--- src/source/riscv_cfg.svh ---
// memory stage configuration macros, include wherever widths, depth or CSR addresses are needed
`ifndef RISCV_CFG_SVH
`define RISCV_CFG_SVH

// datapath width
`define XLEN 32

// data memory depth in 32-bit words
`define DMEM_WORDS 256

// machine-mode CSR addresses
`define CSR_MSCRATCH 12'h340
`define CSR_MTVEC    12'h305
`define CSR_MCAUSE   12'h342

`endif

--- src/source/wb_regfile.sv ---
// writeback select and 32-entry general register file with one combinational read port
`timescale 1ns/100ps
`include "riscv_cfg.svh"

module wb_regfile
(
    input  logic              clk_i,
    input  logic              rstn_i,
    input  logic              wb_use_mem_i,
    input  logic              write_rd_i,
    input  logic [4:0]        rd_addr_i,
    input  logic [`XLEN-1:0]  alu_result_i,
    input  logic [`XLEN-1:0]  dmem_rdata_i,
    input  logic [4:0]        rs_addr_i,
    output logic [`XLEN-1:0]  rs_data_o
);

    logic [`XLEN-1:0] regs [32];
    logic [`XLEN-1:0] wb_data;

    // load result or ALU result
    assign wb_data = wb_use_mem_i ? dmem_rdata_i : alu_result_i;

    always_ff @(posedge clk_i, negedge rstn_i)
    begin
        if (!rstn_i)
        begin
            for (int r = 0; r < 32; r++)
            begin
                regs[r] <= '0;
            end
        end
        else if (write_rd_i && (rd_addr_i != 5'd0))
        begin
            regs[rd_addr_i] <= wb_data;
        end
    end

    // x0 hardwired to zero
    assign rs_data_o = (rs_addr_i == 5'd0) ? '0 : regs[rs_addr_i];

endmodule: wb_regfile

--- config.mk ---
export PLATFORM = sky130hd
export DESIGN_NAME = wb_regfile
export DESIGN_NICKNAME = d
export VERILOG_FILES = /design/src/source/wb_regfile.sv
export VERILOG_INCLUDE_DIRS = /design/src /design/src/source
export SDC_FILE = /design/constraint.sdc
export NUM_CORES = 2
export LEC_CHECK = 0
export BUFFER_PORTS_ARGS = -buffer_cell sky130_fd_sc_hd__buf_2
export CELL_PAD_IN_SITES_DETAIL_PLACEMENT = 0
export CELL_PAD_IN_SITES_GLOBAL_PLACEMENT = 1
export CORE_MARGIN = 3
export CORE_UTILIZATION = 46
export CTS_CLUSTER_SIZE = 25
export DETAILED_ROUTE_END_ITERATION = 10
export PLACE_DENSITY = 0.74
export SYNTH_ARGS = -nofsm -noshare
export SYNTH_HDL_FRONTEND = slang
export SYNTH_SLANG_ARGS = --single-unit
--- constraint.sdc ---
create_clock -name clk_i -period 2.1 [get_ports clk_i]
set_clock_uncertainty 0.15 [all_clocks]
set_input_delay 0.42 -clock clk_i [delete_from_list [all_inputs] [get_ports clk_i]]
set_output_delay 0.42 -clock clk_i [all_outputs]
set_load 0.01 [all_outputs]
# Yosys cells after proc, flatten, opt, wreduce, memory -nomap -nowiden
# Index checks and enable logic that the tools add are counted.
# Widths: inputs -> output; s select.
[totals]
out_inout_bits = 32
register_bits = 1024
elab_cells = 49
[classes]
n_lt_le_gt_ge = 3
mux = 8
n_reduce_logical = 4
bitwise_logic = 2
[ops]
columns = ["cell", "n"]
rows = [
  ["$bwmux 1024", 1],
  ["$bmux 32 s5", 1],
  ["$demux 32 s5", 1],
  ["$mux 32", 5],
  ["$ge 6x6->1 const B", 2],
  ["$not 5->6", 2],
  ["$lt 6x1->1 const B", 1],
  ["$logic_not 5->1", 1],
  ["$reduce_bool 5->1", 1],
  ["$logic_and 1x1->1", 2],
]

# Logic depth before layout (Yosys ltp)
[logic_depth]
depth_word = 6
depth_mapped = 7
ltp_nobuf = 4

# Worst setup path before layout
# No wires, ideal clock.
[synth_path]
kind = "in2out"
start = "input rs_addr_i[0]"
end = "output rs_data_o[28]"
path_stages = 7
arrival_time_ps = 1789
slack_ps = -259
t_required_ps = 1530
path_cell_list = "buf_4 -> buf_6 -> and2b_4 -> buf_6 -> a221oi_1 -> o21ai_0 -> a311oi_1"
[synth_between]
elab_chain_len = 5
[synth_lines]
columns = ["item", "line", "source"]
rows = [
  ["from (decl)", "wb_regfile.sv:14", "input logic [4:0] rs_addr_i,"],
  ["$not 5->6 (implied by the code)", "wb_regfile.sv:40", "assign rs_data_o = (rs_addr_i == 5'd0) ? '0 : regs[rs_addr_i];"],
  ["$bmux 32 s5", "wb_regfile.sv:40", ""],
  ["$mux 32 (implied by the code) (2 in series)", "wb_regfile.sv:40", ""],
  ["$mux 32 *", "wb_regfile.sv:40", ""],
  ["to (decl)", "wb_regfile.sv:15", "output logic [`XLEN-1:0] rs_data_o"],
]
# Every way passes the cells marked *; elsewhere a longest branch is shown, timed or not. The select of a mux whose other input is x is not followed.

# Worst setup path after layout
[layout_path]
start = "register regs[712] (netlist name)"
end = "output rs_data_o[8]"
[layout_between]
elab_chain_len = 4
[layout_lines]
columns = ["item", "line", "source"]
rows = [
  ["from (decl)", "wb_regfile.sv:18", "logic [`XLEN-1:0] regs [32];"],
  ["from (signal, indexed assignment)", "wb_regfile.sv:35", "regs[rd_addr_i] <= wb_data;"],
  ["$bmux 32 s5", "wb_regfile.sv:40", ""],
  ["$mux 32 (implied by the code) (2 in series)", "wb_regfile.sv:40", ""],
  ["$mux 32", "wb_regfile.sv:40", ""],
]
# Every way passes these cells. The select of a mux whose other input is x is not followed.

==> flow_summary.yaml <==
outcome:
  status: "finished with violations"
  violations: "setup timing"
floorplan:
  ios: 110
  start_util: 0.466
  fp.dieH_um: 319
  die_x_um: 319
  num_rows: 114
  core_region_area_um2: 97000
  dieArea_um2: 102000
timing:
  slew_headroom: 0.589
  slew_viol_final: 0
  rsz0062_at_grt: "true"
  max_freq_mhz: 347
  fin_ws_ns: -0.782
  tightestPinTransition_ns: 0.614
  hold_viol: 0
  finalSetupViolCount: 32
  period_needed_ns: 2.88
  finalCritPeriodShare: 1.37
  tns_ns: -21.83
worst_setup_path:
  r2r_cells: 4
  critical_path_class: "reg2out"
  arrival_ns: 2.31
  worstSetupStartpointType: "register"
  timing.rr.start: "regs[934]"
  r2r_end: "regs[934]"
  required_ns: 1.53
  cp_max_fo: 2
  end_kind: "primary output"
  reg2reg_slack_ns: 1.07
finish:
  largest_reg_flops: 1024
  areaGrowthSynthToFinish_pct: 22.0
  drive_gt1_frac: 0.278
  multiInputGateArea_um2: 18700
  design_area_um2: 55100
  final_cell_mix: "dfrtp_1 (1024), nor2_1 (611), a21oi_1 (552), nand2_1 (401), o21ai_0 (354)"
  layout_commonest_cell: "dfrtp_1"
  fillers: 8070
  top_register: "regs"
  ff_latch_area_um2: 25600
  reg_top3: "regs (1024)"
  fin_nets: 4357
hold_path:
  hold_start: "alu_result_i[15]"
  hp-class: "in2reg"
  holdPathEnd: "regs[815]"
  min_path_cells: 4
route:
  viasPerCell: 5.66
  drc: 0
  routedWlPerCell_um: 23.7
  routed_wl_mm: 134
  drtIter0Drc: 2698
  first_pass_iters: 5
  ant_nets: 0
  num_vias: 31900
yosys:
  avgSynthCellArea_um2: 11.1
  synth-seq-cells: 1024
  seq_area_frac_synth: 0.567
  synthCells: 4083
  yosys_warnings: 0
  syn_area_um2: 45200
  synth_nets: 4161
  synth_top_cell_by_area: "dfrtp_1"
  synthTopCellsByArea: "dfrtp_1 (57%), mux4_2 (11%), a21oi_1 (6.1%), nor2_1 (5.1%), o21ai_0 (4.2%)"
  yosysTopAreaCellShare: 0.567
  synth.distinct_cells: 35
clock_tree:
  cts_tree: "yes"
  numCtsBuffers: 108
  clockBufferDepth: 3
  worstSkewPairLatency_ns: 0.68
  clk_pin_slew_ns: 0.06
  htree_levels: 3
  clockRootBuffer: "clkbuf_16"
  cts_sinks: 1024
power:
  power_frac_clock: 0.337
  power_density_nw_per_um2: 1020
  total_power_uw: 56000
  intPower_uw: 40500
  switching_power_uw: 15500
  p_sw_frac: 0.277
  p_leak_uw: 0.0240
  ir_drop_v: 0.000663
  p_comb_frac: 0.193
  seqPwrFrac: 0.470
global_routing:
  grt_pass1_wl_mm: 205
  globalRoute.totalOverflow: 0
  antenna_found_initial: 3
  grt_usage: 0.267
  first_global_vias: 32600
  grt_max_degree: 97
placement:
  gp_congestion: 0.797
  hpwlAfterDp_mm: 86.3
  port_buffers: 109
  place_area_um2: 50800
  preCtsSetupSlack_ns: -0.788
job:
  drv_cap: 0
==> worst max-delay path, stage by stage (launching register included) <==
cell and delay, ns:
dfrtp_1 0.38, mux4_2 0.46, mux2_4 0.31, o21ai_2 0.12, a311oi_2 0.05, buf_4 0.20
buf_6 0.12
==> area by class of cell <==
type	count	area share
diodes	2	0.0000908
clock buffers	157	0.0570
clock inverters	44	0.00665
inverters	1	0.000114
multi-input cells	2624	0.339
flip-flops and latches	1024	0.465
well taps	1276	0.0290
repair buffers	520	0.103
==> power groups by stage <==
stage / clock [µW] / combinational (µW) / sequential [µW]
5_1_grt: 20000 / 12000 / 26800
6_report: 18900 / 10800 / 26300
4_1_cts: 19200 / 10700 / 26300
2_1_floorplan: 0 / 7190 / 25800
3_3_place_gp: 0 / 10000 / 26400
3_5_place_dp: 0 / 10300 / 26600
==> cells in the mapped netlist <==
library cell  instances
dfrtp_1            1024
nor2_1              612
a21oi_1             552
nand2_1             401
o21ai_0             376
clkbuf_1            247
mux4_2              224
buf_2               125
mux2i_1              96
o21ai_1              64
a21oi_2              56
nor2b_1              38
buf_6                34
a211oi_1             32
a22oi_1              32
a311oi_1             32
mux2_2               32
buf_4                27
a221oi_1             24
nor3_4               12
nand3_1               8
o2111ai_1             8
nand4_1               5
nand2b_1              4
nor2_2                4
nor4_4                4
nand2b_4              2
and2_1                1
and2b_4               1
buf_8                 1
inv_2                 1
nand2_2               1
nand2_4               1
or2_1                 1
or4_4                 1
==> layer usage <==
layer | routed length (µm) | GRT usage | vias to the layer above
met1 | 58600 | 0.377 | 16200
met4 | 3900 | 0.0857 | 0
li1 | - | - | 14700
met3 | 7360 | 0.0397 | 215
met2 | 64000 | 0.428 | 855
met5 | 0 | 0 | -
==> worst max-delay path by stage <==
stage | start | to | slack [ns] | depth (start not counted)
after global placement | rs_addr_i[1] | rs_data_o[0] | -0.84 | 8
final | regs[712] | rs_data_o[8] | -0.78 | 6
after floorplan | rs_addr_i[2] | rs_data_o[21] | -0.15 | 7
after detailed placement | rs_addr_i[1] | rs_data_o[31] | -0.79 | 8
after CTS | regs[573] | rs_data_o[29] | -0.85 | 6
after global routing | regs[520] | rs_data_o[8] | -0.86 | 6
==> metrics by stage <==
step           cells  hold WS (ns)  utilization
6_report        5648        0.0733        0.568
2_1_floorplan   4083       -0.0256            -
3_5_place_dp    5424         0.209        0.524
4_1_cts         5630        0.0308        0.565
5_1_grt         5647        0.0698        0.568
3_3_place_gp    5424         0.208        0.524
==> logic make-up (layout without fill, tap and decap cells) <==
logic type             Yosys count  in the layout  share of synthesized area
AO/OA/AOI/OAI                 1176           1176                      0.144
AND/OR/NAND/NOR               1096           1096                      0.100
flip-flops                    1024           1024                      0.567
multiplexers                   352            352                      0.141
buffers and inverters          435            722                     0.0478
other                            0              2                          0
==> what timing repair did <==
item / in CTS / in global routing
gates resized for setup: 94 / 31
cloned: 0 / 1
buffers inserted: 7 / 16
setup endpoints to repair: 32 / 32
endpoints found under the hold margin: 533 / 0
pin swaps: 28 / 20
hold buffers: 1 / 0
Power figures use the tool's default switching activity.
