<file path="src/source/riscv_cfg.svh">
// memory stage configuration macros, include wherever widths, depth or CSR addresses are needed
`ifndef RISCV_CFG_SVH
`define RISCV_CFG_SVH

// datapath width
`define XLEN 32

// data memory depth in 32-bit words
`define DMEM_WORDS 256

// machine-mode CSR addresses
`define CSR_MSCRATCH 12'h340
`define CSR_MTVEC    12'h305
`define CSR_MCAUSE   12'h342

`endif

</file>
<file path="src/source/riscv_pkg.sv">
// shared RV32I memory-stage types; import into any block that uses opcodes or trap causes
package riscv_pkg;

    // memory opcode carried from EX/MEM into the memory stage
    typedef enum logic [3:0]
    {
        MEM_NOP = 4'd0,
        MEM_LB  = 4'd1,
        MEM_LBU = 4'd2,
        MEM_LH  = 4'd3,
        MEM_LHU = 4'd4,
        MEM_LW  = 4'd5,
        MEM_SB  = 4'd6,
        MEM_SH  = 4'd7,
        MEM_SW  = 4'd8
    } mem_oper_t;

    // trap causes, each encoded as its machine-mode mcause code
    typedef enum logic [3:0]
    {
        EXC_NONE          = 4'd0,
        EXC_ILLEGAL_INSTR = 4'd2,
        EXC_BREAKPOINT    = 4'd3,
        EXC_LOAD_FAULT    = 4'd5,
        EXC_STORE_FAULT   = 4'd7,
        EXC_ECALL_M       = 4'd11
    } exc_t;

endpackage: riscv_pkg

</file>
<file path="src/source/mem_rw.sv">
// memory-access stage: load/store lane handling, CSR and trap forwarding, MEM/WB registers
`timescale 1ns/100ps
`include "riscv_cfg.svh"

module mem_rw
import riscv_pkg::*;
(
    input  logic              clk_i,
    input  logic              rstn_i,

    // data memory side
    output logic [`XLEN-1:0]  rw_addr_o,
    output logic              read_o,
    input  logic [`XLEN-1:0]  rdata_i,
    output logic [3:0]        wsel_byte_o,
    output logic [`XLEN-1:0]  wdata_o,

    // CSR file side
    output logic [`XLEN-1:0]  csr_wdata_o,
    output logic [11:0]       csr_waddr_o,
    output logic              csr_we_o,
    output exc_t              trap_o,

    // EX/MEM fields
    input  logic [`XLEN-1:0]  alu_result_i,
    input  logic [`XLEN-1:0]  alu_oper2_i,
    input  mem_oper_t         mem_oper_i,
    input  logic [`XLEN-1:0]  csr_wdata_i,
    input  logic [11:0]       csr_waddr_i,
    input  logic              csr_we_i,
    input  exc_t              trap_i,
    input  logic              wb_use_mem_i,
    input  logic              write_rd_i,
    input  logic [4:0]        rd_addr_i,

    // MEM/WB registers
    output logic              wb_use_mem_o,
    output logic              write_rd_o,
    output logic [4:0]        rd_addr_o,
    output logic [`XLEN-1:0]  alu_result_o,
    output logic [`XLEN-1:0]  dmem_rdata_o
);

    // shift amounts that move a byte or halfword lane down to bit 0
    logic [4:0]       byte_shift;
    logic [4:0]       half_shift;
    logic [`XLEN-1:0] byte_word;
    logic [`XLEN-1:0] half_word;
    logic [`XLEN-1:0] load_data;

    // unaligned low bits are simply dropped
    assign byte_shift = {alu_result_i[1:0], 3'b000};
    assign half_shift = {alu_result_i[1], 4'b0000};
    assign byte_word  = rdata_i >> byte_shift;
    assign half_word  = rdata_i >> half_shift;

    always_comb
    begin
        read_o      = 1'b0;
        wsel_byte_o = 4'b0000;
        wdata_o     = '0;
        load_data   = '0;

        case (mem_oper_i)
            MEM_LB:
            begin
                read_o    = 1'b1;
                load_data = {{24{byte_word[7]}}, byte_word[7:0]};
            end
            MEM_LBU:
            begin
                read_o    = 1'b1;
                load_data = {24'b0, byte_word[7:0]};
            end
            MEM_LH:
            begin
                read_o    = 1'b1;
                load_data = {{16{half_word[15]}}, half_word[15:0]};
            end
            MEM_LHU:
            begin
                read_o    = 1'b1;
                load_data = {16'b0, half_word[15:0]};
            end
            MEM_LW:
            begin
                read_o    = 1'b1;
                load_data = rdata_i;
            end
            // store data is moved up into its own lane
            MEM_SB:
            begin
                wsel_byte_o = 4'b0001 << alu_result_i[1:0];
                wdata_o     = alu_oper2_i << byte_shift;
            end
            MEM_SH:
            begin
                wsel_byte_o = 4'b0011 << {alu_result_i[1], 1'b0};
                wdata_o     = alu_oper2_i << half_shift;
            end
            MEM_SW:
            begin
                wsel_byte_o = 4'b1111;
                wdata_o     = alu_oper2_i;
            end
            default:
            begin
            end
        endcase
    end

    assign rw_addr_o = (mem_oper_i == MEM_NOP) ? '0 : alu_result_i;

    // CSR writes and traps take effect in the CSR file this cycle
    assign csr_we_o    = csr_we_i;
    assign csr_waddr_o = csr_waddr_i;
    assign csr_wdata_o = csr_wdata_i;
    assign trap_o      = trap_i;

    always_ff @(posedge clk_i, negedge rstn_i)
    begin
        if (!rstn_i)
        begin
            wb_use_mem_o <= 1'b0;
            write_rd_o   <= 1'b0;
            rd_addr_o    <= '0;
            alu_result_o <= '0;
            dmem_rdata_o <= '0;
        end
        else
        begin
            wb_use_mem_o <= wb_use_mem_i;
            write_rd_o   <= write_rd_i;
            rd_addr_o    <= rd_addr_i;
            alu_result_o <= alu_result_i;
            dmem_rdata_o <= load_data;
        end
    end

endmodule: mem_rw

</file>
<file path="config.mk">
export PLATFORM = sky130hd
export DESIGN_NAME = mem_rw
export DESIGN_NICKNAME = d
export VERILOG_FILES = /design/src/source/riscv_pkg.sv /design/src/source/mem_rw.sv
export VERILOG_INCLUDE_DIRS = /design/src /design/src/source
export SDC_FILE = /design/constraint.sdc
export NUM_CORES = 1
export LEC_CHECK = 0
export BUFFER_PORTS_ARGS = -buffer_cell sky130_fd_sc_hd__buf_4
export CAP_MARGIN = 20
export CORE_AREA = 2 2 134 136
export CTS_CLUSTER_DIAMETER = 40
export DETAILED_ROUTE_END_ITERATION = 8
export DIE_AREA = 0 0 136 138
export SLEW_MARGIN = 20
export SYNTH_ARGS = -nofsm -noshare
export SYNTH_HDL_FRONTEND = slang
export SYNTH_SLANG_ARGS = --single-unit
</file>
<file path="constraint.sdc">
create_clock -name clk_i -period 2.5 [get_ports clk_i]
set_input_delay 0.625 -clock clk_i [delete_from_list [all_inputs] [get_ports clk_i]]
set_output_delay 0.625 -clock clk_i [all_outputs]
set_load 0.1 [all_outputs]
</file>
# --- After elaboration in Yosys (flattened, before gate mapping) ---
# Index checks and enable logic that the tools add are counted.
word_totals:
  register_bits: 71
  inputBits: 158
  out_inout_bits: 189
  elab_cells: 26
classes:
  eq_ne: 8
  shift: 6
  mux: 5
  reduce_logical: 2
ops:
  columns: ["cell", "count"]
  rows:
  - ["32-bit one-hot mux with 5 select lines", 1]
  - ["32-bit one-hot mux with 3 select lines", 1]
  - ["32-bit by 5-bit << shifter with 32-bit output", 2]
  - ["32-bit 2-to-1 mux", 1]
  - ["32-bit by 5-bit >> shifter with 16-bit output", 1]
  - ["32-bit by 5-bit >> shifter with 8-bit output", 1]
  - ["4-bit by 3-bit == test with 1-bit output (second input constant)", 4]
  - ["4-bit one-hot mux with 3 select lines", 1]
  - ["4-bit by 2-bit == test with 1-bit output (second input constant)", 2]
  - ["5-bit OR reduction", 1]
  - ["4-bit by 1-bit == test with 1-bit output (second input constant)", 1]
  - ["4-bit == test (second input constant)", 1]
  - ["4-bit zero test", 1]
  - ["1-bit by 2-bit << shifter with 4-bit output (first input constant)", 1]
  - ["2-bit by 2-bit << shifter with 4-bit output (first input constant)", 1]
  - ["1-bit 2-to-1 mux", 1]

# --- Logic depth before layout (Yosys ltp) ---
logic_depth:
  ltp_word: 3
  depth_mapped: 7
  mapped_depth_nobuf: 4

# --- Worst setup path after synthesis ---
# Ideal clock, no wire load.
synth_timing:
  kind: "input to output"
  startpoint: "input port mem_oper_i[3]"
  endpoint: "output port wsel_byte_o[2]"
  arrival_time_ns: 3.276
  required_ns: 1.875
  path_slack_ns: -1.401
  stages: 3
  n_path_buf: 1
  cell_sequence: "buf_2 -> nand4b_2 -> o21ai_0"
synth_between:
  elab_chain_len: 2
  elab_cells_between_ends: 4
  classes_between: "eq/ne (3); mux (1)"
synth_rtl:
  columns: ["item", "line_no", "text"]
  rows:
  - ["start: declaration", "mem_rw.sv:27", "input mem_oper_t mem_oper_i,"]
  - ["4-bit == test or 4-bit by 3-bit == test with 1-bit output (tied branches)", "mem_rw.sv:64", "case (mem_oper_i)"]
  - ["4-bit one-hot mux with 3 select lines *", "mem_rw.sv:64", null]
  - ["end: declaration", "mem_rw.sv:15", "output logic [3:0] wsel_byte_o,"]
# Mark *: on every way between the ends. The rest lies on a longest branch, timed or not.

# --- Worst setup path in the final report ---
layout_timing:
  startpoint: "input port mem_oper_i[0]"
  endpoint: "output port wdata_o[25]"
layout_between:
  elab_chain_len: 2
  elab_cells_between_ends: 4
  classes_between: "eq/ne (3); mux (1)"
layout_rtl:
  columns: ["item", "line_no", "text"]
  rows:
  - ["4-bit == test or 4-bit by 3-bit == test with 1-bit output (tied branches)", "mem_rw.sv:64", null]
  - ["32-bit one-hot mux with 3 select lines *", "mem_rw.sv:64", null]
  - ["end: declaration", "mem_rw.sv:16", "output logic [`XLEN-1:0] wdata_o,"]
# Marked as above.

==> results.cfg <==
[worst_setup_path]
path_cells = buf_6 > or4b_4 > o21ai_4 > buf_12 > a22oi_1 > o21ai_4 > buf_12
critPathKind = input pin to primary output
crit_path_top_delay_cell = or4b_4
arrival_ps = 2030
cp_top_family = simple AND/OR/NAND/NOR gates
cp_num_buf_inv = 3
max_stage_delay_ps = 560
path_max_fanout = 13
crit_path_end_kind = primary output
worstPathRequired_ps = 1880
start_kind = input pin

[sta]
worst_pin_slew_ps = 773.4
clock.fmax_ghz = 0.3761
rsz0062_at_grt = true
min_period_over_period = 1.063
tns_ps = -2712
setup_viol_count_final = 41
min_period_ps = 2659
slew_headroom = 0.4804
timing.final.ws_setup_ps = -158.7
hold_violations = 0
finalMaxSlewViolations = 0

[drt]
viasPerCell = 4.426
drt-wirelength-per-cell_um = 18.82
drc = 0
firstDrtPassIters = 4
antenna_left = 0
num_vias = 3647
drt_iter0_drc = 122
finalWirelength_um = 15510

[clock_network]
cts_sinks = 71
cts_htree_levels = 3
clockBufferDepth = 2
cts_hold_buf = 0
clkTransAtPathRegs_ps = 50
cts_tree = done
numCtsBuffers = 9
ctsRootBufferMaster = clkbuf_16

[pwr]
peakVddDrop_mv = 0.4343
p_seq_frac = 0.284
switching_share = 0.3976
clkPwrFrac = 0.296
power.switching_mw = 1.730
power_frac_comb = 0.420
intPower_mw = 2.621
power_density_nw_per_um2 = 560.4
finalPower_mw = 4.352
p_leak_nw = 3.757

[yosys]
yosysTopAreaCell = dfrtp_1
synthArstFlopShare = 1.000
synth.avg_cell_area_um2 = 10.50
ys_ff_latch = 71
yosys-top-cells-area = dfrtp_1 48%, buf_4 11%, nor2b_1 5.6%
yosysWarnings = 0
synth_seq_area_share = 0.4796
netlist_area_um2 = 3705
synth_top_area_frac = 0.4796
synth_edf_count = 0
synth_ff_type = dfrtp_1
synthCells = 353
yosys.cell_types.count = 39
syn_nets = 511

[die]
io_pins = 347
die_h_um = 138
num_rows = 49
core_um2 = 17530
start_util = 0.2113
die_width_um = 136
die-area_um2 = 18770

[worst_hold_path]
hold_class = input pin to asynchronous set/reset pin

[run]
drv_cap = 0

[finish]
final_net_count = 748
drive_above_1_share = 0.7092
areaGrowthSynthToFinish_pct = 109.6
diodes = 0
fin_cells = 824

[global_routing]
grt_max_degree = 72
first_global_vias = 3926
grt_overflow = 0
grt_pass1_wl_um = 23010
antenna_found_initial = 1
grt_usage = 0.1608

[run_status]
outcome = finished with violations
violations = setup timing

[place]
io_buffers = 248
dp_cells = 796
hpwl_um = 11640
gp_congestion = 0.7812
==> kinds of logic (layout without fill, tap and decap cells) <==
family,after synthesis,after routing,synth area share
multiplexers,17,17,0.05606
XOR/XNOR,1,1,0.002364
buffers and inverters,72,314,0.1347
AND/OR/NAND/NOR,127,127,0.1874
AO/OA/AOI/OAI,65,65,0.1398
flip-flops,71,71,0.4796
==> flip-flops by register name (all words and copies together) (netlist names) <==
signal / flops
alu_result_o: 32
dmem_rdata_o: 32
rd_addr_o: 5
wb_use_mem_o: 1
write_rd_o: 1
==> final cells by class <==
type / count / area [µm²]
Clock inverter: 4 / 52.55
Inverter: 2 / 7.507
Sequential cell: 71 / 1777
Multi-Input combinational cell: 210 / 2276
Clock buffer: 12 / 256.5
Tap cell: 229 / 286.5
Fill cell: 1592 / 9769
Timing Repair Buffer: 296 / 3109
==> final timing paths <==
| kind | slack [ps] | end | depth (start not counted) | startpoint |
|---|---|---|---|---|
| min in group clk_i | 400 | rd_addr_o[1] | 1 | rd_addr_i[1] |
| hold / removal | 290 | write_rd_o | 2 | rstn_i |
| setup / recovery | -160 | wdata_o[25] | 7 | mem_oper_i[0] |
| max in group asynchronous | 1910 | alu_result_o[1] | 2 | rstn_i |
==> power groups by stage <==
stage | combinational [mW] | clock, mW | sequential [mW]
final | 1.83 | 1.29 | 1.23
after CTS | 1.82 | 1.32 | 1.23
after global placement | 1.64 | 0 | 1.25
after global routing | 1.88 | 1.38 | 1.24
after floorplan | 1.07 | 0 | 1.72
after detailed placement | 1.65 | 0 | 1.25
==> Yosys cell counts, types with 3 or more instances <==
cell type and n:
dfrtp_1 71, buf_4 52, nand2_1 50, nor2b_1 33
a221o_1 16, a22oi_1 16, and2_1 16, mux2i_1 14
o21ai_0 10, buf_2 9, a22o_1 8, o21ai_1 8
nand3_1 6, nor2_1 6, clkbuf_1 5, buf_6 3
mux4_2 3
==> metal layers <==
layer / up-vias / GRT usage / wire [µm]
li1: 1651 / - / -
met2: 183 / 0.3068 / 8608
met1: 1759 / 0.1559 / 5053
met5: - / 0 / 13
met3: 52 / 0.04877 / 1403
met4: 2 / 0.07072 / 426
==> cells in the final DEF, fill, tap and decap left out, types with 2 or more instances in the layout <==
cell type,count
a21oi_1,2
a221o_1,16
a22o_4,8
a22oi_1,4
a22oi_2,12
and2_1,8
and2_4,8
buf_12,60
buf_4,207
buf_6,25
buf_8,3
clkbuf_16,9
clkbuf_8,2
dfrtp_1,71
inv_1,2
mux2i_1,6
mux2i_4,7
mux4_2,3
nand2_1,34
nand2_4,8
nand2_8,8
nand2b_1,2
nand3_1,6
nor2_1,4
nor2_4,3
nor2b_1,2
nor2b_4,30
nor3_1,2
o21ai_0,7
o21ai_2,2
o21ai_4,10
o31ai_4,2
==> repair_timing <==
| item | 4_1_cts | 5_1_grt |
|---|---|---|
| buffers inserted | 7 | 5 |
| pin swaps | 9 | 3 |
| gates resized for setup | 192 | 16 |
| endpoints found under the setup margin | 68 | 40 |
| gates cloned | 2 | 0 |
==> through the flow <==
| step | utilization | area (µm²) | hold WS, ps | setup slack, ps |
|---|---|---|---|---|
| finish | 0.4428 | 7765 | 294.7 | -158.7 |
| global route | 0.4428 | 7765 | 324.8 | -184.5 |
| CTS | 0.4389 | 7696 | 299.8 | -171.7 |
| detailed placement | 0.3668 | 6431 | 659.8 | -323.0 |
| global placement | 0.3668 | 6431 | 656.0 | -249.8 |
| floorplan | - | 4425 | 329.4 | -246.8 |
Power figures use the tool's default switching activity.
