<file path="config.mk">
export PLATFORM = sky130hd
export DESIGN_NAME = csr_file
export DESIGN_NICKNAME = d
export VERILOG_FILES = /design/src/source/riscv_pkg.sv /design/src/source/csr_file.sv
export VERILOG_INCLUDE_DIRS = /design/src /design/src/source
export SDC_FILE = /design/constraint.sdc
export NUM_CORES = 1
export LEC_CHECK = 0
export BUFFER_PORTS_ARGS = -buffer_cell sky130_fd_sc_hd__buf_4
export CAP_MARGIN = 20
export CORE_ASPECT_RATIO = 0.75
export CORE_MARGIN = 1
export CORE_UTILIZATION = 33
export DETAILED_ROUTE_END_ITERATION = 7
export GPL_ROUTABILITY_DRIVEN = 1
export SYNTH_ARGS = -nofsm -noshare
export SYNTH_HDL_FRONTEND = slang
export SYNTH_SLANG_ARGS = --single-unit
</file>
<file path="constraint.sdc">
create_clock -name clk_i -period 1.5 [get_ports clk_i]
set_input_delay 0.075 -clock clk_i [delete_from_list [all_inputs] [get_ports clk_i]]
set_output_delay 0.075 -clock clk_i [all_outputs]
set_load 0.02 [all_outputs]
</file>
<file path="src/source/riscv_cfg.svh">
// memory stage configuration macros, include wherever widths, depth or CSR addresses are needed
`ifndef RISCV_CFG_SVH
`define RISCV_CFG_SVH

// datapath width
`define XLEN 32

// data memory depth in 32-bit words
`define DMEM_WORDS 256

// machine-mode CSR addresses
`define CSR_MSCRATCH 12'h340
`define CSR_MTVEC    12'h305
`define CSR_MCAUSE   12'h342

`endif

</file>
<file path="src/source/riscv_pkg.sv">
// shared RV32I memory-stage types; import into any block that uses opcodes or trap causes
package riscv_pkg;

    // memory opcode carried from EX/MEM into the memory stage
    typedef enum logic [3:0]
    {
        MEM_NOP = 4'd0,
        MEM_LB  = 4'd1,
        MEM_LBU = 4'd2,
        MEM_LH  = 4'd3,
        MEM_LHU = 4'd4,
        MEM_LW  = 4'd5,
        MEM_SB  = 4'd6,
        MEM_SH  = 4'd7,
        MEM_SW  = 4'd8
    } mem_oper_t;

    // trap causes, each encoded as its machine-mode mcause code
    typedef enum logic [3:0]
    {
        EXC_NONE          = 4'd0,
        EXC_ILLEGAL_INSTR = 4'd2,
        EXC_BREAKPOINT    = 4'd3,
        EXC_LOAD_FAULT    = 4'd5,
        EXC_STORE_FAULT   = 4'd7,
        EXC_ECALL_M       = 4'd11
    } exc_t;

endpackage: riscv_pkg

</file>
<file path="src/source/csr_file.sv">
// machine-mode CSRs mscratch, mtvec and mcause, written by the memory stage and read for observation
`timescale 1ns/100ps
`include "riscv_cfg.svh"

module csr_file
import riscv_pkg::*;
(
    input  logic              clk_i,
    input  logic              rstn_i,
    input  logic              csr_we_i,
    input  logic [11:0]       csr_waddr_i,
    input  logic [`XLEN-1:0]  csr_wdata_i,
    input  exc_t              trap_i,
    input  logic [11:0]       csr_raddr_i,
    output logic [`XLEN-1:0]  csr_rdata_o
);

    logic [`XLEN-1:0] mscratch;
    logic [`XLEN-1:0] mtvec;
    logic [`XLEN-1:0] mcause;

    always_ff @(posedge clk_i, negedge rstn_i)
    begin
        if (!rstn_i)
        begin
            mscratch <= '0;
            mtvec    <= '0;
            mcause   <= '0;
        end
        else
        begin
            if (csr_we_i)
            begin
                case (csr_waddr_i)
                    `CSR_MSCRATCH: mscratch <= csr_wdata_i;
                    `CSR_MTVEC:    mtvec    <= csr_wdata_i;
                    `CSR_MCAUSE:   mcause   <= csr_wdata_i;
                    default:
                    begin
                    end
                endcase
            end
            // trap capture overrides a same-cycle mcause write
            if (trap_i != EXC_NONE)
            begin
                mcause <= `XLEN'(trap_i);
            end
        end
    end

    always_comb
    begin
        case (csr_raddr_i)
            `CSR_MSCRATCH: csr_rdata_o = mscratch;
            `CSR_MTVEC:    csr_rdata_o = mtvec;
            `CSR_MCAUSE:   csr_rdata_o = mcause;
            default:       csr_rdata_o = '0;
        endcase
    end

endmodule: csr_file

</file>
# [Word-level counts from Yosys, hierarchy flattened]
# Index checks and enable logic that the tools add are counted.
[totals] out_inout_bits=32 inputBits=63 elab_cells=19 ff_bits=96
[classes] n_reduce_logical=6 eq_ne=6 muxes=4
[ops] operator="$mux W32" count=3
[ops] operator="$pmux W32 S3" count=1
[ops] operator="$eq A12 B10 Y1 const B" count=6
[ops] operator="$reduce_and A2 Y1" count=3
[ops] operator="$reduce_bool A2 Y1" count=2
[ops] operator="$reduce_bool A4 Y1" count=1

# [Longest topological paths before layout]
# Gate-level depths: netlist (run 1).
[logic_depth] depth_word=4 mapped_depth=6

# [Least setup slack after synthesis (run 1)]
# Ideal clock, no wire load.
[synth_path] path_kind="input to register" startpoint="input port csr_waddr_i[11]" endpoint="register mtvec[10]" path_slack_ps=24 arrival_ps=1351 cell_stages=6 required_time_ps=1375 path_cell_list="and4bb_2 -> nand3_1 -> or3_1 -> buf_2 -> buf_6 -> mux2_4"
[synth_between] elab_chain_cells=2
[synth_lines] item="start: declaration" line="csr_file.sv:11" text="input logic [11:0] csr_waddr_i,"
[synth_lines] item="$eq A12 B10 Y1" line="csr_file.sv:34" text="case (csr_waddr_i)"
[synth_lines] item="$reduce_and A2 Y1 (no source line)"
[synth_lines] item="end signal: assignment" line="csr_file.sv:36" text="`CSR_MTVEC: mtvec <= csr_wdata_i;"
[synth_lines] item="end: declaration" line="csr_file.sv:19" text="logic [`XLEN-1:0] mtvec;"
# Every way passes these cells.
# A chain may end at the register's enable or synchronous reset.

# [Worst setup path after layout (run 1)]
[layout_path] startpoint="input port csr_raddr_i[11]" endpoint="output port csr_rdata_o[25]"
[layout_between] elab_chain_cells=2 elab_cells_between_ends=4 cone_classes="eq/ne: 3; mux: 1"
[layout_lines] item="start: declaration" line="csr_file.sv:14" text="input logic [11:0] csr_raddr_i,"
[layout_lines] item="$eq A12 B10 Y1" line="csr_file.sv:53" text="case (csr_raddr_i)"
[layout_lines] item="$pmux W32 S3 *" line="csr_file.sv:53"
[layout_lines] item="end: declaration" line="csr_file.sv:15" text="output logic [`XLEN-1:0] csr_rdata_o"
# Every way passes the cells marked *; elsewhere a longest branch is shown, timed or not.

==> results of run 1 <==
-- registers in the layout, indices dropped and copies added, names as in the netlist --
name,count
mscratch,32
mtvec,32
mcause,32
-- per-stage QoR --
step           util (%)  total power (W)  setup WS, ps  hold WS [ps]  instance area (µm²)
3_3_place_gp       42.4          0.00300          -270          58.5                 5600
5_1_grt            53.0          0.00572          -181          52.3                 7000
4_1_cts            51.5          0.00557          -208          13.2                 6800
3_5_place_dp       42.4          0.00300          -336          64.3                 5600
2_1_floorplan         -          0.00274          23.8          -221                 4550
6_report           53.0          0.00550          -126          23.2                 7000
-- area by class of cell --
class	instances	area, µm²	area share (%)
Clock buffer	9	225	3.22
Clock inverter	7	95.1	1.36
Inverter	4	15.0	0.215
Multi-Input combinational cell	212	2460	35.2
Sequential cell	96	2400	34.3
Tap cell	171	214	3.06
Timing Repair Buffer	161	1580	22.6
-- cell usage after synthesis (all sizes together) (4+ instances only) --
master | n | area (µm²)
dfrtp | 96 | 2400
nand2 | 4 | 15.0
a2bb2oi | 4 | 35.0
mux2i | 60 | 601
nor2 | 29 | 109
o2bb2ai | 32 | 280
inv | 4 | 15.0
buf | 16 | 95.1
o21ai | 4 | 20.0
nand4 | 4 | 25.0
mux2 | 64 | 833
clkbuf | 6 | 22.5
-- repair_timing --
| item | CTS | global route |
|---|---|---|
| pin swaps | 3 | 3 |
| cloned | 2 | 2 |
| hold buffers | 36 | 0 |
| hold endpoints to repair | 109 | 0 |
| resized for setup | 79 | 22 |
| setup buffers | 5 | 2 |
| endpoints found under the setup margin | 32 | 32 |
-- critical path, delay by kind of cell --
family,cells,cell delay (ps)
AOI/OAI and AO/OA,1,120
and+or+nand+nor,3,560
buffers and inverters,5,780
-- routing by layer --
layer	routed length [µm]	global-route usage [%]	up-vias
met5	0	0	-
met4	127	5.26	0
met1	5710	24.6	1689
met3	649	3.96	9
li1	-	-	1536
met2	5860	27.6	88
-- power by group through the flow --
stage | Clock [W] | Combinational (W) | Sequential, W
after floorplan | 0 | 0.0000839 | 0.00266
after global placement | 0 | 0.000336 | 0.00266
after detailed placement | 0 | 0.000342 | 0.00266
after CTS | 0.00253 | 0.000430 | 0.00261
after global routing | 0.00264 | 0.000464 | 0.00261
final | 0.00246 | 0.000427 | 0.00261
-- cells by family (layout without fill, tap and decap cells) --
logic type / Yosys count / in the layout
AOI/OAI and AO/OA: 40 / 40
DFF: 96 / 96
muxes: 124 / 124
buffers and inverters: 26 / 181
and+or+nand+nor: 48 / 48
-- worst max-delay path by stage --
stage	slack, ps	cells past startpoint	to	from
floorplan	20	6	mtvec[10]$_DFFE_PN0P_	csr_waddr_i[11]
global placement	-270	8	csr_rdata_o[19]	csr_raddr_i[11]
finish	-130	9	csr_rdata_o[25]	csr_raddr_i[11]
detailed placement	-340	8	csr_rdata_o[25]	csr_raddr_i[5]
CTS	-210	10	csr_rdata_o[28]	csr_raddr_i[4]
global route	-180	9	csr_rdata_o[31]	csr_raddr_i[11]
==> out/metrics.csv, run 1 <==
metric,value,unit
Ports,95,
FP Rows,36,
Rel. slew slack,68.5,%
TritonCTS Buffers,9,
status,finished with violations,
"commonest non-fill, non-tap cells in the layout","dfrtp_1 (96), buf_4 (77), mux2i_1 (60), dlygate4sd3_1 (36), buf_6 (36)",
initial antenna violation count,0,
largest family of logic cells by synthesized area,multiplexers,
Synth Register Bits,96,
via count,3322,
post-synthesis cell count,334,
Max stage delay on crit path,260,ps
R2R Path End,mtvec[27]$_DFFE_PN0P_,
syn avg cell area,13.6,µm²
Slew Limit Fails,0,
GRT Residual Overflow,0,
crit path DAT,1550,ps
syn_nets,397,
"Reg clk slew, reported paths",60,ps
CTS tree,yes,
fin cells,660,
PortBufs,94,
Clk Tree Root Cell,clkbuf_16,
unrepaired setup endpoints after global routing,true,
Routability Congestion,0.691,
WL final,12.3,mm
r2r startpoint,mtvec[27]$_DFFE_PN0P_,
failing checks,negative setup slack,
Synth Area in Simple Gates,5.34,%
Slew @ Worst Pin,473,ps
largest net degree at the start of global routing,34,
"commonest non-fill, non-tap cell in the layout",dfrtp_1,
Peak VDD IR,0.000622,V
Yosys cell types,24,
drt pass-1 iters,4,
post-route setup slack,-126,ps
Hold Crit Depth,3,
Hold Crit Endpoint,mcause[3]$_DFFE_PN0P_,
crit path max-delay cell type,nor4b_2,
area growth from synthesis to final layout,53.9,%
post-synthesis mux area share,31.5,%
placed cell count,599,
CORE AREA,0.0132,mm²
DRC viols,0,
Total Routing Usage GR,17.8,%
layout cells sized above 1,49.9,%
wire per inst,18.7,µm
NetSw,0.00119,W
Synthesis Warnings,0,
Max Cap Viol,0,
Synth Cell Area,0.00455,mm²
Crit Path Category,input port to primary output,
fill count,1115,
Worst Reg-to-Reg Cells,1,
setup_tns,-3220,ps
worst skew pair latency,340,ps
critical path peak fanout,6,
Power Density,786,mW/mm²
final hold vios,0,
Worst Clk Skew,0,ps
CTS H-tree depth,3,
"EDFF count, synth",0,
fin nets,547,
Hold Path Class,input port to flip-flop,
post-route ant nets,0,
Starting Density,34.5,%
Int Pwr,0.00430,W
Sw Ratio,21.7,%
final setup vio count,32,
Die Ht,104,µm
hold_sp,trap_i[3],
CP endpoint kind,primary output,
Peak Freq,615,MHz
vias in the first global route,3566,
clk sinks,96,
"Min Clock Period, post-route",1630,ps
DR iter-0 viols,154,
sequential fraction of the synthesis area,52.8,%
Die ar.,0.0143,mm²
Synth Area in Compound Gates,7.37,%
CTS max path bufs,2,
Adder-Cell Fraction of Synth Area,0,%
leak pwr,3.50,nW
Gate power share,7.8,%
asr flop ratio synth,100,%
n_diodes,0,
Main synth FF type,dfrtp_1,
CP Launch Type,input port,
final period utilization,108,%
R2R Setup Slk,690,ps
critical path required time,1420,ps
Via density,5.03,
CP cell instances,buf_4 -> nor4b_2 -> buf_4 -> nand2_4 -> nor4_4 -> buf_6 -> clkbuf_16 -> o2bb2ai_4 -> buf_6,
detailed placement HPWL,7.38,mm
first-pass GRT wire length,19.2,mm
Chip Width,138,µm
power share of the clock group,44.7,%
Post-Synth XOR/XNOR Area,0,%
power share of the sequential group,47.5,%
Note: power is estimated with default switching activity, not from simulation.
==> run 2: changes to the inputs <==
--- a/config.mk
+++ b/config.mk
@@ -13,6 +13,7 @@
 export CORE_UTILIZATION = 33
 export DETAILED_ROUTE_END_ITERATION = 7
 export GPL_ROUTABILITY_DRIVEN = 1
+export RECOVER_POWER = 25
 export SYNTH_ARGS = -nofsm -noshare
 export SYNTH_HDL_FRONTEND = slang
 export SYNTH_SLANG_ARGS = --single-unit
==> run 2 against run 1 <==
The run still ends with negative setup slack left. Critical path type unchanged. Wire length about the same. First-iteration DRC count stayed put. Die area stayed put. Via count is 0.12% higher. Global-route usage is the same. Final area down 0.21%. Clock skew did not move. Highest routed layer unchanged. Register-to-register slack is essentially flat. Critical path depth is the same. Cell count is the same.
==> out/metrics.csv, run 2 (synthesis gave the netlist of run 1 again) <==
metric,value,unit
status,finished with violations,
failing checks,negative setup slack,
fin cells,660,
Worst Clk Skew,0,ps
Slew Limit Fails,0,
Crit Path Category,input port to primary output,
top flop regs,"mcause: 32 flops, mscratch: 32 flops, mtvec: 32 flops",
drt pass-1 iters,4,
"commonest non-fill, non-tap cells in the layout","dfrtp_1 (96), buf_4 (76), mux2i_1 (60), dlygate4sd3_1 (36), buf_6 (36)",
Die Ht,104,µm
n_diodes,0,
TritonCTS Buffers,9,
critical path peak fanout,6,
setup_tns,-3220,ps
FP Rows,36,
"Min Clock Period, post-route",1630,ps
Die ar.,0.0143,mm²
R2R Setup Slk,690,ps
CP cell instances,buf_4 -> nor4b_2 -> buf_4 -> nand2_4 -> nor4_4 -> buf_6 -> clkbuf_16 -> o2bb2ai_4 -> buf_6,
CTS H-tree depth,3,
Stages on worst setup path,9,
Routability Congestion,0.691,
buffers and inverters on the worst path,5,
Int Pwr,0.00430,W
DR iter-0 viols,154,
unrepaired setup endpoints after global routing,true,
Top delay family on crit path,buffers and inverters,
Gate power share,7.7,%
via count,3326,
Rel. slew slack,41.4,%
clk sinks,96,
final hold vios,0,
Worst Reg-to-Reg Cells,1,
"Reg clk slew, reported paths",60,ps
Sw Ratio,21.7,%
detailed placement HPWL,7.38,mm
Placement Setup Slack,-336,ps
total power,0.00549,W
crit path max-delay cell type,nor4b_2,
Peak Freq,615,MHz
Peak VDD IR,0.000622,V
Reg area,0.00240,mm²
Power Density,787,mW/mm²
vias in the first global route,3566,
Total Routing Usage GR,17.8,%
hold_sp,trap_i[3],
placed cell count,599,
R2R Path End,mtvec[27]$_DFFE_PN0P_,
leak pwr,3.49,nW
largest net degree at the start of global routing,34,
DRC viols,0,
CP Launch Type,input port,
initial antenna violation count,0,
Ports,95,
wire per inst,18.7,µm
Hold Crit Depth,3,
PortBufs,94,
crit path DAT,1550,ps
fill count,1117,
Starting Density,34.5,%
r2r startpoint,mtvec[27]$_DFFE_PN0P_,
final period utilization,108,%
"commonest non-fill, non-tap cell in the layout",dfrtp_1,
CORE AREA,0.0132,mm²
CP endpoint kind,primary output,
Slew @ Worst Pin,879,ps
Hold Path Class,input port to flip-flop,
power share of the sequential group,47.6,%
Chip Width,138,µm
CTS max path bufs,2,
Max Cap Viol,0,
worst skew pair latency,340,ps
first-pass GRT wire length,19.2,mm
final setup vio count,32,
CTS tree,yes,
Via density,5.04,
Hold Crit Endpoint,mcause[3]$_DFFE_PN0P_,
WL final,12.3,mm
fin nets,547,
Clk Tree Root Cell,clkbuf_16,
critical path required time,1420,ps
NetSw,0.00119,W
area of the multi-input gates,0.00246,mm²
layout cells sized above 1,49.9,%
post-route ant nets,0,
GRT Residual Overflow,0,
area growth from synthesis to final layout,53.5,%
post-route setup slack,-126,ps
power share of the clock group,44.8,%
Max stage delay on crit path,260,ps
[run 2: how the worst max path moves through the flow]
stage | from | endpoint | slack, ps
after CTS | csr_raddr_i[4] | csr_rdata_o[28] | -210
after detailed placement | csr_raddr_i[5] | csr_rdata_o[25] | -340
after global routing | csr_raddr_i[11] | csr_rdata_o[31] | -180
after global placement | csr_raddr_i[11] | csr_rdata_o[19] | -270
after floorplan | csr_waddr_i[11] | mtvec[10]$_DFFE_PN0P_ | 20
final | csr_raddr_i[11] | csr_rdata_o[25] | -130
[run 2: layer usage]
| layer | part of all wire (%) | track usage [%] |
|---|---|---|
| met4 | 1.0 | 5.26 |
| met3 | 5.3 | 3.96 |
| met5 | 0 | 0 |
| met1 | 46 | 24.6 |
| met2 | 47 | 27.6 |
[run 2: what timing repair did]
action | in CTS | in global routing
endpoints found under the hold margin | 109 | 0
setup buffers | 5 | 2
gates resized for setup | 79 | 22
endpoints found under the setup margin | 32 | 32
pin swaps | 3 | 3
hold buffers | 36 | 0
gates cloned | 2 | 2
[run 2: power by group through the flow]
stage / Clock (W) / Combinational [W] / Sequential (W)
2_1_floorplan: 0 / 0.0000839 / 0.00266
3_3_place_gp: 0 / 0.000336 / 0.00266
3_5_place_dp: 0 / 0.000342 / 0.00266
4_1_cts: 0.00253 / 0.000430 / 0.00261
5_1_grt: 0.00264 / 0.000458 / 0.00261
6_report: 0.00246 / 0.000421 / 0.00261
[run 2: layout make-up]
type	instances	share of cell area, %
Timing Repair Buffer	161	22.4
Tap cell	171	3.06
Sequential cell	96	34.4
Multi-Input combinational cell	212	35.3
Clock buffer	9	3.23
Clock inverter	7	1.36
Inverter	4	0.215
[run 2: metrics by stage]
step / hold slack (ps) / cell area, µm² / util [%]
final: 23.2 / 6980 / 52.9
after global routing: 52.3 / 6980 / 52.9
after CTS: 13.2 / 6800 / 51.5
after detailed placement: 64.3 / 5600 / 42.4
after global placement: 58.5 / 5600 / 42.4
after floorplan: -221 / 4550 / -
